===== src/adc_pkg.sv =====
package adc_pkg;

	localparam int CLK_NS            = 20;	// adc_clk period
	localparam int CONVST_LOW_CYCLES = 2;	// convst low pulse width
	localparam int RD_LOW_CYCLES     = 2;	// rd_n low time per channel
	localparam int RD_HIGH_CYCLES    = 1;	// rd_n high gap between channels
	localparam int CHANNELS          = 8;	// channels per chip

	typedef logic [15:0] sample_t;	// one channel, chip output word

	// ch1 sits in the top bits so a left shift of reads lands in order
	typedef struct packed {
		sample_t ch1;
		sample_t ch2;
		sample_t ch3;
		sample_t ch4;
		sample_t ch5;
		sample_t ch6;
		sample_t ch7;
		sample_t ch8;
	} chip_samples_t;

	typedef struct packed {
		logic [15:0] sampling_period;	// adc_clk cycles per point
		logic [15:0] sampling_points;	// points per acquisition
		logic        last_frame;	// mark last word of last frame
	} acq_config_t;

endpackage


===== src/stream_pkg.sv =====
package stream_pkg;

	localparam logic [31:0] FRAME_HEADER = 32'h0000_FFF0;
	localparam logic [31:0] FRAME_TAILER = 32'h0000_FF0F;
	localparam int FRAME_WORDS     = 18;	// header + 16 channels + tailer
	localparam int FIFO_DEPTH      = 32;
	localparam int FIFO_COUNT_BITS = 6;	// holds 0..FIFO_DEPTH

	typedef union packed {
		logic [31:0] raw;	// header / tailer view
		struct packed {
			logic [15:0] sample;	// channel value
			logic [7:0]  crc_hi;	// crc of sample[15:8]
			logic [7:0]  crc_lo;	// crc of sample[7:0]
		} ch;
	} frame_word_t;

	typedef struct packed {
		frame_word_t data;
		logic        last;	// end of final frame
	} stream_beat_t;

	// smbus crc-8, poly 0x07, init 0, no final xor
	function automatic logic [7:0] crc8_smbus(input logic [7:0] din);
		logic [7:0] crc;
		crc = din;	// init 0, so first xor is just the byte
		for (int i = 0; i < 8; i++) begin
			crc = crc[7] ? ((crc << 1) ^ 8'h07) : (crc << 1);
		end
		return crc;
	endfunction

endpackage


===== src/acq_sequencer.sv =====
`timescale 1ns/1ps

module acq_sequencer (
	input  logic                 adc_clk,
	input  logic                 adc_rst_n,
	input  logic                 trigger,
	input  adc_pkg::acq_config_t cfg,
	input  logic                 frame_done,
	output logic                 sample_tick,
	output logic                 final_frame,
	output logic                 ready
);
	import adc_pkg::*;

	logic        trig_s1;	// first sync stage
	logic        trig_s2;	// second stage, also edge history
	logic        trig_edge;
	logic        running;
	acq_config_t cfg_q;	// frozen while running
	logic [15:0] period_cnt;	// cycles since last tick
	logic [15:0] ticks_sent;
	logic [15:0] frames_done;
	logic        last_point;

	assign trig_edge   = trig_s1 & ~trig_s2;
	assign last_point  = (frames_done == cfg_q.sampling_points - 16'd1);
	assign final_frame = running & cfg_q.last_frame & last_point;	// level until frame_done

	always_ff @(posedge adc_clk) begin
		if (!adc_rst_n) begin
			trig_s1 <= 1'b0;
			trig_s2 <= 1'b0;
		end else begin
			trig_s1 <= trigger;
			trig_s2 <= trig_s1;
		end
	end

	always_ff @(posedge adc_clk) begin
		if (!running)
			cfg_q <= cfg;	// track config while idle
	end

	always_ff @(posedge adc_clk) begin
		if (!adc_rst_n) begin
			running     <= 1'b0;
			ready       <= 1'b1;
			sample_tick <= 1'b0;
			period_cnt  <= '0;
			ticks_sent  <= '0;
			frames_done <= '0;
		end else begin
			sample_tick <= 1'b0;
			if (!running) begin
				if (trig_edge && cfg.sampling_points != 16'd0) begin
					running     <= 1'b1;
					ready       <= 1'b0;
					sample_tick <= 1'b1;	// first point right away
					ticks_sent  <= 16'd1;
					period_cnt  <= '0;
					frames_done <= '0;
				end
			end else begin
				if (ticks_sent != cfg_q.sampling_points) begin	// more points to start
					if (period_cnt == cfg_q.sampling_period - 16'd1) begin
						sample_tick <= 1'b1;
						ticks_sent  <= ticks_sent + 16'd1;
						period_cnt  <= '0;
					end else begin
						period_cnt <= period_cnt + 16'd1;
					end
				end
				if (frame_done) begin
					frames_done <= frames_done + 16'd1;
					if (last_point) begin	// acquisition complete
						running <= 1'b0;
						ready   <= 1'b1;
					end
				end
			end
		end
	end

endmodule


===== src/ad7606_reader.sv =====
`timescale 1ns/1ps

module ad7606_reader (
	input  logic                   adc_clk,
	input  logic                   adc_rst_n,
	input  logic                   sample_tick,
	input  logic                   busy,
	input  adc_pkg::sample_t       data,
	output logic                   convst,
	output logic                   cs_n,
	output logic                   rd_n,
	output adc_pkg::chip_samples_t samples,
	output logic                   samples_valid
);
	import adc_pkg::*;

	typedef enum logic [2:0] {
		R_IDLE,
		R_CONV,	// convst held low
		R_BUSY_HI,	// wait for conversion to start
		R_BUSY_LO,	// wait for conversion to end
		R_RD_LO,	// cs_n/rd_n low, data driven by chip
		R_RD_HI	// gap between reads
	} rd_state_t;

	rd_state_t   state;
	logic [3:0]  cnt;	// pulse width counter
	logic [3:0]  ch_cnt;	// channels read so far

	always_ff @(posedge adc_clk) begin
		if (!adc_rst_n) begin
			state         <= R_IDLE;
			cnt           <= '0;
			ch_cnt        <= '0;
			convst        <= 1'b1;
			cs_n          <= 1'b1;
			rd_n          <= 1'b1;
			samples_valid <= 1'b0;
		end else begin
			samples_valid <= 1'b0;
			case (state)
				R_IDLE: begin
					if (sample_tick) begin
						convst <= 1'b0;	// start conversion
						cnt    <= '0;
						state  <= R_CONV;
					end
				end
				R_CONV: begin
					if (cnt == 4'(CONVST_LOW_CYCLES - 1)) begin
						convst <= 1'b1;	// rising edge starts the chip
						state  <= R_BUSY_HI;
					end else begin
						cnt <= cnt + 4'd1;
					end
				end
				R_BUSY_HI: begin
					if (busy)
						state <= R_BUSY_LO;
				end
				R_BUSY_LO: begin
					if (!busy) begin	// results ready
						cs_n   <= 1'b0;
						rd_n   <= 1'b0;
						cnt    <= '0;
						ch_cnt <= '0;
						state  <= R_RD_LO;
					end
				end
				R_RD_LO: begin
					if (cnt == 4'(RD_LOW_CYCLES - 1)) begin
						cs_n    <= 1'b1;
						rd_n    <= 1'b1;
						samples <= {samples[$bits(chip_samples_t)-$bits(sample_t)-1:0], data};
						ch_cnt  <= ch_cnt + 4'd1;
						cnt     <= '0;
						state   <= R_RD_HI;
					end else begin
						cnt <= cnt + 4'd1;
					end
				end
				R_RD_HI: begin
					if (cnt == 4'(RD_HIGH_CYCLES - 1)) begin
						cnt <= '0;
						if (ch_cnt == 4'(CHANNELS)) begin	// all eight in
							samples_valid <= 1'b1;
							state         <= R_IDLE;
						end else begin
							cs_n  <= 1'b0;
							rd_n  <= 1'b0;
							state <= R_RD_LO;
						end
					end else begin
						cnt <= cnt + 4'd1;
					end
				end
				default: state <= R_IDLE;
			endcase
		end
	end

endmodule


===== src/frame_packer.sv =====
`timescale 1ns/1ps

module frame_packer (
	input  logic                                   adc_clk,
	input  logic                                   adc_rst_n,
	input  adc_pkg::chip_samples_t                 a_samples,
	input  adc_pkg::chip_samples_t                 b_samples,
	input  logic                                   a_valid,
	input  logic                                   b_valid,
	input  logic                                   final_frame,
	input  logic                                   seq_ready,
	input  logic [stream_pkg::FIFO_COUNT_BITS-1:0] fifo_count,
	output logic                                   wr_en,
	output stream_pkg::stream_beat_t               wr_beat,
	output logic                                   frame_done,
	output logic                                   overflow
);
	import adc_pkg::*;
	import stream_pkg::*;

	chip_samples_t                a_q;	// chip a samples, held for the frame
	chip_samples_t                b_q;
	sample_t [CHANNELS-1:0]       a_arr;	// index 7 is ch1
	sample_t [CHANNELS-1:0]       b_arr;
	logic                         a_have;
	logic                         b_have;
	logic                         writing;
	logic                         ready_d;	// falling ready marks a new acquisition
	logic [4:0]                   word_idx;	// next word, 1..17 while writing
	logic [3:0]                   ch_idx;	// 0..7 chip a, 8..15 chip b
	logic [FIFO_COUNT_BITS-1:0]   free_words;
	sample_t                      cur_sample;
	frame_word_t                  ch_word;

	assign a_arr      = a_q;
	assign b_arr      = b_q;
	assign ch_idx     = 4'(word_idx - 5'd1);
	assign free_words = FIFO_COUNT_BITS'(FIFO_DEPTH) - fifo_count;
	assign cur_sample = ch_idx[3] ? b_arr[~ch_idx[2:0]] : a_arr[~ch_idx[2:0]];	// ~ maps ch1 to 7

	always_comb begin
		ch_word.ch.sample = cur_sample;
		ch_word.ch.crc_hi = crc8_smbus(cur_sample[15:8]);
		ch_word.ch.crc_lo = crc8_smbus(cur_sample[7:0]);
	end

	always_ff @(posedge adc_clk) begin
		if (a_valid)
			a_q <= a_samples;
		if (b_valid)
			b_q <= b_samples;
	end

	always_ff @(posedge adc_clk) begin
		if (!adc_rst_n) begin
			a_have     <= 1'b0;
			b_have     <= 1'b0;
			writing    <= 1'b0;
			ready_d    <= 1'b1;
			word_idx   <= '0;
			wr_en      <= 1'b0;
			frame_done <= 1'b0;
			overflow   <= 1'b0;
		end else begin
			wr_en      <= 1'b0;
			frame_done <= 1'b0;
			ready_d    <= seq_ready;
			if (ready_d && !seq_ready)
				overflow <= 1'b0;	// cleared by next trigger
			if (writing) begin
				wr_en        <= 1'b1;
				wr_beat.last <= 1'b0;
				if (word_idx == 5'(FRAME_WORDS - 1)) begin
					wr_beat.data.raw <= FRAME_TAILER;
					wr_beat.last     <= final_frame;
					frame_done       <= 1'b1;
					writing          <= 1'b0;
				end else begin
					wr_beat.data <= ch_word;
					word_idx     <= word_idx + 5'd1;
				end
			end else if (a_have && b_have) begin
				a_have <= 1'b0;
				b_have <= 1'b0;
				if (free_words >= FIFO_COUNT_BITS'(FRAME_WORDS)) begin	// whole frame fits
					wr_en            <= 1'b1;
					wr_beat.data.raw <= FRAME_HEADER;
					wr_beat.last     <= 1'b0;
					word_idx         <= 5'd1;
					writing          <= 1'b1;
				end else begin
					overflow   <= 1'b1;	// frame dropped
					frame_done <= 1'b1;
				end
			end
			if (a_valid)
				a_have <= 1'b1;
			if (b_valid)
				b_have <= 1'b1;
		end
	end

endmodule


===== src/frame_fifo.sv =====
`timescale 1ns/1ps

module frame_fifo (
	input  logic                                   adc_clk,
	input  logic                                   adc_rst_n,
	input  logic                                   wr_en,
	input  stream_pkg::stream_beat_t               wr_beat,
	output stream_pkg::stream_beat_t               out_beat,
	output logic                                   out_valid,
	input  logic                                   out_ready,
	output logic [stream_pkg::FIFO_COUNT_BITS-1:0] count
);
	import stream_pkg::*;

	stream_beat_t               mem [FIFO_DEPTH];
	logic [FIFO_COUNT_BITS-2:0] wr_ptr;	// one bit narrower than count, wraps at depth
	logic [FIFO_COUNT_BITS-2:0] rd_ptr;
	logic                       push;
	logic                       pop;

	assign out_valid = (count != '0);
	assign out_beat  = mem[rd_ptr];	// fall-through read
	assign push      = wr_en && (count != FIFO_COUNT_BITS'(FIFO_DEPTH));
	assign pop       = out_valid && out_ready;

	always_ff @(posedge adc_clk) begin
		if (push)
			mem[wr_ptr] <= wr_beat;
	end

	always_ff @(posedge adc_clk) begin
		if (!adc_rst_n) begin
			wr_ptr <= '0;
			rd_ptr <= '0;
			count  <= '0;
		end else begin
			if (push)
				wr_ptr <= wr_ptr + 1'b1;
			if (pop)
				rd_ptr <= rd_ptr + 1'b1;
			count <= count + FIFO_COUNT_BITS'(push) - FIFO_COUNT_BITS'(pop);	// both may happen
		end
	end

endmodule


===== src/adc_stream_top.sv =====
`timescale 1ns/1ps

module adc_stream_top (
	input  logic                     adc_clk,
	input  logic                     adc_rst_n,
	input  logic                     trigger,
	input  adc_pkg::acq_config_t     cfg,
	output logic                     ready,
	output logic                     overflow,
	input  logic                     a_busy,
	input  adc_pkg::sample_t         a_data,
	output logic                     a_convst,
	output logic                     a_cs_n,
	output logic                     a_rd_n,
	input  logic                     b_busy,
	input  adc_pkg::sample_t         b_data,
	output logic                     b_convst,
	output logic                     b_cs_n,
	output logic                     b_rd_n,
	output stream_pkg::stream_beat_t out_beat,
	output logic                     out_valid,
	input  logic                     out_ready
);
	import adc_pkg::*;
	import stream_pkg::*;

	logic                       sample_tick;	// shared start for both chips
	logic                       final_frame;
	logic                       frame_done;
	chip_samples_t              a_samples;
	chip_samples_t              b_samples;
	logic                       a_valid;
	logic                       b_valid;
	logic                       wr_en;
	stream_beat_t               wr_beat;
	logic [FIFO_COUNT_BITS-1:0] fifo_count;

	acq_sequencer seq_i (
		.adc_clk     (adc_clk),
		.adc_rst_n   (adc_rst_n),
		.trigger     (trigger),
		.cfg         (cfg),
		.frame_done  (frame_done),
		.sample_tick (sample_tick),
		.final_frame (final_frame),
		.ready       (ready)
	);

	ad7606_reader reader_a (
		.adc_clk       (adc_clk),
		.adc_rst_n     (adc_rst_n),
		.sample_tick   (sample_tick),
		.busy          (a_busy),
		.data          (a_data),
		.convst        (a_convst),
		.cs_n          (a_cs_n),
		.rd_n          (a_rd_n),
		.samples       (a_samples),
		.samples_valid (a_valid)
	);

	ad7606_reader reader_b (
		.adc_clk       (adc_clk),
		.adc_rst_n     (adc_rst_n),
		.sample_tick   (sample_tick),
		.busy          (b_busy),
		.data          (b_data),
		.convst        (b_convst),
		.cs_n          (b_cs_n),
		.rd_n          (b_rd_n),
		.samples       (b_samples),
		.samples_valid (b_valid)
	);

	frame_packer packer_i (
		.adc_clk     (adc_clk),
		.adc_rst_n   (adc_rst_n),
		.a_samples   (a_samples),
		.b_samples   (b_samples),
		.a_valid     (a_valid),
		.b_valid     (b_valid),
		.final_frame (final_frame),
		.seq_ready   (ready),	// falling edge clears overflow
		.fifo_count  (fifo_count),
		.wr_en       (wr_en),
		.wr_beat     (wr_beat),
		.frame_done  (frame_done),
		.overflow    (overflow)
	);

	frame_fifo fifo_i (
		.adc_clk   (adc_clk),
		.adc_rst_n (adc_rst_n),
		.wr_en     (wr_en),
		.wr_beat   (wr_beat),
		.out_beat  (out_beat),
		.out_valid (out_valid),
		.out_ready (out_ready),
		.count     (fifo_count)
	);

endmodule


===== config.mk =====
export PLATFORM = sky130hd
export DESIGN_NAME = adc_stream_top
export DESIGN_NICKNAME = d
export VERILOG_FILES = /design/src/adc_pkg.sv /design/src/stream_pkg.sv /design/src/acq_sequencer.sv /design/src/ad7606_reader.sv /design/src/frame_packer.sv /design/src/frame_fifo.sv /design/src/adc_stream_top.sv
export SDC_FILE = /design/constraint.sdc
export NUM_CORES = 2
export LEC_CHECK = 0
export BUFFER_PORTS_ARGS = -buffer_cell sky130_fd_sc_hd__buf_2
export CAP_MARGIN = 20
export CORE_AREA = 2 2 479 481
export CTS_BUF_LIST = sky130_fd_sc_hd__clkbuf_4 sky130_fd_sc_hd__clkbuf_8 sky130_fd_sc_hd__clkbuf_16
export DETAILED_ROUTE_END_ITERATION = 6
export DIE_AREA = 0 0 481 483
export GPL_TIMING_DRIVEN = 0
export PLACE_DENSITY = 0.52
export SKIP_LAST_GASP = 1
export SLEW_MARGIN = 20
export SYNTH_ARGS = -nofsm -noshare
export SYNTH_HDL_FRONTEND = slang
export SYNTH_HIERARCHICAL = 1
export SYNTH_SLANG_ARGS = --single-unit

===== constraint.sdc =====
create_clock -name adc_clk -period 9.7 [get_ports adc_clk]
set_input_delay 0.485 -clock adc_clk [delete_from_list [all_inputs] [get_ports adc_clk]]
set_output_delay 0.485 -clock adc_clk [all_outputs]
set_load 0.03 [all_outputs]

# After elaboration in Yosys (flattened, before gate mapping)
# Memories as Yosys holds them, arrays and structs flattened. A register that Yosys moved wholly into a read port is not among the register bits.
# Index checks and enable logic that the tools add are counted.
[word_totals]
ff_bits = 687
latch_bits = 0
mem_bits_rw = 1056
mem_bits_ro = 0
out_inout_bits = 42
n_memories = 1
[memory_table]
columns = ["memory", "depth", "word_bits", "rd", "rd_clocked_by_memory_dff", "write_ports", "line", "rtl"]
rows = [
  ["fifo_i.mem", 32, 33, 1, 1, 1, "frame_fifo.sv:15", "stream_beat_t mem [FIFO_DEPTH];"],
]
[classes]
addsub = 16
n_mul = 0
div = 0
magnitude_cmp = 2
eq_ne = 42
n_shift = 0
n_mux = 117
bitwise = 21
n_reduce_logical = 47
[ops]
columns = ["cell", "count"]
rows = [
  ["$mux 16", 13],
  ["$mux 33", 3],
  ["$bmux 16 s3", 2],
  ["$mux 3", 29],
  ["$not 3->3", 17],
  ["$add 16x1->16 const B", 3],
  ["$mux 4", 11],
  ["$mux 1", 42],
  ["$pmux 4 s5", 2],
  ["$pmux 3 s6", 2],
  ["$reduce_and 3->1", 12],
  ["$eq 16x16->1", 2],
  ["$mux 32", 1],
  ["$ne 2x2->1 const B", 16],
  ["$sub 16x1->16 const B", 2],
  ["$mux 5", 6],
  ["$reduce_bool 2->1", 9],
  ["$add 4x1->4 const B", 4],
  ["$ne 16x16->1", 1],
  ["$pmux 4 s2", 2],
  ["$reduce_bool 16->1", 1],
  ["$add 5x1->5 const B", 3],
  ["$ne 2x1->1 const B", 7],
  ["$eq 3x2->1 const B", 4],
  ["27 further kinds", 51],
]

# Logic depth before layout (Yosys ltp)
[logic_depth]
depth_word = 23
depth_mapped = 15

# By module
# The synthesis kept the hierarchy.
[by_module_without_submodules]
columns = ["module", "n_inst", "cells_per_inst", "area_per_inst_um2", "seq_area_each_um2"]
rows = [
  ["frame_fifo", 1, 2095, 41506.1, 32130.8],
  ["frame_packer", 1, 644, 12251.8, 8918.6],
  ["ad7606_reader", 2, 230, 4718.3, 4124.0],
  ["acq_sequencer", 1, 496, 4747.1, 2052.0],
]

# Least setup slack after synthesis
# No wires, ideal clock.
[synth_timing]
path_type = "reg-to-reg"
startpoint = "register reader_a.cnt[0]"
endpoint = "register reader_a/samples[0] in the netlist's numbering (enable)"
setup_time_ps = 617
t_arrival_ps = 6337
t_required_ps = 9083
slack_ps = 2746
path_stages_with_launch = 5
n_path_buf = 0
period_less_slack_ps = 6954
path_cell_list = "dfxtp_1 ha_1 nor3b_4 nand2_1 nor2_1"
[synth_between]
elab_chain_cells = 2
[synth_lines]
columns = ["item", "line", "rtl"]
rows = [
  ["from (decl)", "ad7606_reader.sv:27", "logic [3:0] cnt;"],
  ["from (signal assigned)", "ad7606_reader.sv:54", "cnt <= cnt + 4'd1;"],
  ["from (signal assigned)", "ad7606_reader.sv:79", "cnt <= cnt + 4'd1;"],
  ["from (signal assigned)", "ad7606_reader.sv:94", "cnt <= cnt + 4'd1;"],
  ["$eq 4x1->1", "ad7606_reader.sv:71", "if (cnt == 4'(RD_LOW_CYCLES - 1)) begin"],
  ["$reduce_and 3->1 (no line)", "n/a", ""],
  ["to (signal assigned)", "ad7606_reader.sv:74", "samples <= {samples[$bits(chip_samples_t)-$bits(sample_t)-1:0], data};"],
  ["to (decl)", "ad7606_reader.sv:12", "output adc_pkg::chip_samples_t samples,"],
]
# No other way between the ends.
# A chain may end at the register's enable or synchronous reset.

==> results by group <==
Timing
  • Fmax: 0.188 GHz
  • Worst slew pin tran: 1140 ps
  • RSZ-0062 raised after global routing: no
  • Final hold vios: 0
  • Setup Skew: 25.1 ps
  • Final period util: 54.9%
  • Max Slew Vio Count: 0
  • Setup TNS: 0 ps
  • Headroom to the max-slew limit: 23.9%
  • Fin crit period: 5320 ps
  • Final setup vio count: 0

Critical path
  • CP Class: flip-flop to output port
  • Flop-to-flop setup slack: 5570 ps
  • CP Data Arrival Time: 4840 ps
  • Reg-to-reg critical path endpoint: packer_i/wr_beat[15]
  • Worst EP required: 9220 ps
  • RR Startpoint: packer_i/word_idx[0]
  • Number of cells on the worst reg-to-reg path: 11
  • Endpoint type of the worst setup path: output port
  • Crit path max fanout: 10
  • CP Launch Type: flip-flop

Cells and area
  • Area of the multi-input gates: 15700 sq um
  • Fill cells: 21397
  • Fraction of layout cells with a size suffix above 1: 22.7%
  • Final instance area: 80600 sq um
  • Post-layout util: 35.5%
  • Area growth syn-to-layout: 18.7%
  • Register Area: 51400 sq um
  • Layout net count: 4245
  • Post-Layout Cell Count: 7291

Yosys
  • Synth top area cells: edfxtp_1 (72%), mux4_2 (6.0%), dfxtp_1 (3.4%)
  • Netlist cell types: 92
  • Synth area leader: edfxtp_1
  • Number of synthesized flops with an enable pin: 1634
  • Most common cell in the synthesized netlist: edfxtp_1
  • Syn nets: 3801
  • Synth warn: 6
  • Syn_area_per_cell: 18.4 sq um
  • Gate Count Post-Synth: 3695
  • Ys async rst share: 0%
  • Synth Cell Area: 67900 sq um
  • Sequential area share after synthesis: 75.6%
  • Most used DFF post-synth: edfxtp_1
  • Seq cells post-synth: 1748
  • Synth cell count leaders: edfxtp_1 (1634), mux4_2 (182), mux2_2 (157), nand2_1 (116), dfxtp_1 (114)
  • Top-area cell type share of the netlist area: 72.2%

Routing
  • TritonRoute pass-1 iters: 6
  • Via-to-Cell Ratio: 4.80
  • Routed WL: 162 mm
  • Routed wire length per instance: 22.2 um
  • Starting DRT DRC Count: 3165
  • Residual DRC: 0
  • Vias: 34989
  • Post-route ant nets: 0

Worst hold path
  • Hold endpoint: reader_b/state[1]
  • HP Start: b_busy
  • Min-delay worst type: input port to flip-flop
  • Hold path depth: 3

Clocking
  • Cts bufs inserted: 178
  • CTS tree: built
  • TritonCTS Sinks: 1748
  • Post-CTS Setup Bufs: 0
  • Max clock buf depth: 3
  • H-tree levels: 4
  • CTS Root Cell: clkbuf_16
  • Clk_lat worst skew: 800 ps
  • Worst-path clk slew: 60 ps

Placed design
  • Placed Cells: 6878
  • Dpl hpwl: 108 mm
  • Port bufs: 112
  • Gpl congestion: 0.773
  • Placed instance area: 73800 sq um

Power and ir drop
  • IR drop worst, VDD: 0.167 mV
  • P_leak: 28.8 nW
  • Cell Pwr Density: 198 nW/um^2

GRT
  • Total grt overflow: 0
  • Initial antenna violation count: 14
  • GRT Util Overall: 13.7%
  • First-pass GRT wire length: 237 mm
  • Number of global-route vias before repair: 34957
  • Largest net degree at the start of global routing: 55

Die
  • Core footprint: 227000 sq um
  • Starting Density: 30.0%
  • Total Die Area: 232000 sq um
  • Io pins: 113
  • Die height: 483 um
  • Row Count: 175
  • Die W: 481 um

Flow run
  • Max Cap Viol: 0

Run status
  • Status: completed
[routing by layer]
metal,track usage (%),vias up,share of wire [%]
met3,2.31,208,5.2
met2,21.4,822,46
li1,-,15674,-
met4,3.48,2,1.9
met5,0,-,0.0080
met1,19.8,18283,47
[state kept, by name (all words and copies together), names as in the netlist, 4 cells and up, named ones only]
signal,count
seq_i/frames_done,16
reader_a/samples,128
seq_i/cfg_q,33
packer_i/b_arr,128
fifo_i/rd_ptr,5
packer_i/wr_beat,33
seq_i/period_cnt,16
fifo_i/mem,1056
reader_a/cnt,4
reader_b/ch_cnt,4
fifo_i/wr_ptr,5
fifo_i/count,6
packer_i/word_idx,5
reader_a/ch_cnt,4
reader_b/samples,128
reader_b/cnt,4
packer_i/a_arr,128
seq_i/ticks_sent,16
[how the worst max path moves through the flow]
| stage | startpoint | to | slack [ps] |
|---|---|---|---|
| CTS | flip-flop | out_beat[23] | 4280 |
| floorplan | reader_a/cnt[0] | reader_a/samples[0] | 2750 |
| global placement | adc_rst_n | reader_b/samples[4] | -1150 |
| finish | flip-flop | out_beat[23] | 4380 |
| detailed placement | flip-flop | out_beat[23] | 5170 |
| global route | flip-flop | out_beat[23] | 4270 |
[cell families after synthesis]
family          after synthesis  share of synthesized area (%)
mux                         425                           10.2
flops                      1748                           75.6
xor+xnor                    129                           1.72
buf+inv                     227                           1.67
simple gates                668                           5.47
fa+ha+maj                    35                          0.656
compound gates              463                           4.69
[through the flow]
step | hold slack (ps) | worst slack [ps] | power, mW
6_report | 77.8 | 4380 | 15.9
5_1_grt | 70.9 | 4270 | 16.5
4_1_cts | 0.735 | 4280 | 16.2
3_5_place_dp | 406 | 5170 | 9.31
3_3_place_gp | 401 | -1150 | 9.31
2_1_floorplan | 400 | 2750 | 8.97
[timing repair]
item / 4_1_cts / 5_1_grt
hold buffers: 67 / 0
gates resized for setup: 0 / 0
endpoints found under the hold margin: 68 / 0
[cell type report]
cell class	instances	share of cell area (%)
Sequential cell	1748	63.7
Multi-Input combinational cell	1720	19.5
Clock inverter	88	1.00
Clock buffer	231	6.14
Tap cell	3009	4.67
Timing Repair Buffer	264	3.57
Antenna cell	4	0.0124
Buffer	184	1.21
Inverter	43	0.200
[cells in the final DEF (no fill, tap or decap), types with 69 or more instances in the layout]
cell,n
nor2_1,73
nor3_1,83
edfxtp_1,1634
o22ai_1,69
a211oi_1,72
mux4_2,182
mux2_2,157
o21ai_0,79
buf_2,136
clkbuf_16,182
xor2_1,73
nor2b_1,80
clkbuf_1,101
dfxtp_1,112
nand2_1,116
[report_power, final]
part	switching [mW]	leakage, nW	internal (mW)	total, mW
Sequential	0.0404	18.5	8.15	8.19
Combinational	0.610	7.33	0.353	0.963
Clock	2.86	2.88	3.94	6.79
Total	3.51	28.8	12.4	15.9
[critical path, stage by stage (launching register included)]
cell and delay (ps):
dfxtp_1 440, buf_2 410, clkbuf_1 670, buf_2 520
buf_1 730, a211oi_1 180, nor3_1 510, or4_1 310
buf_2 240
(Power assumes the default switching activity.)
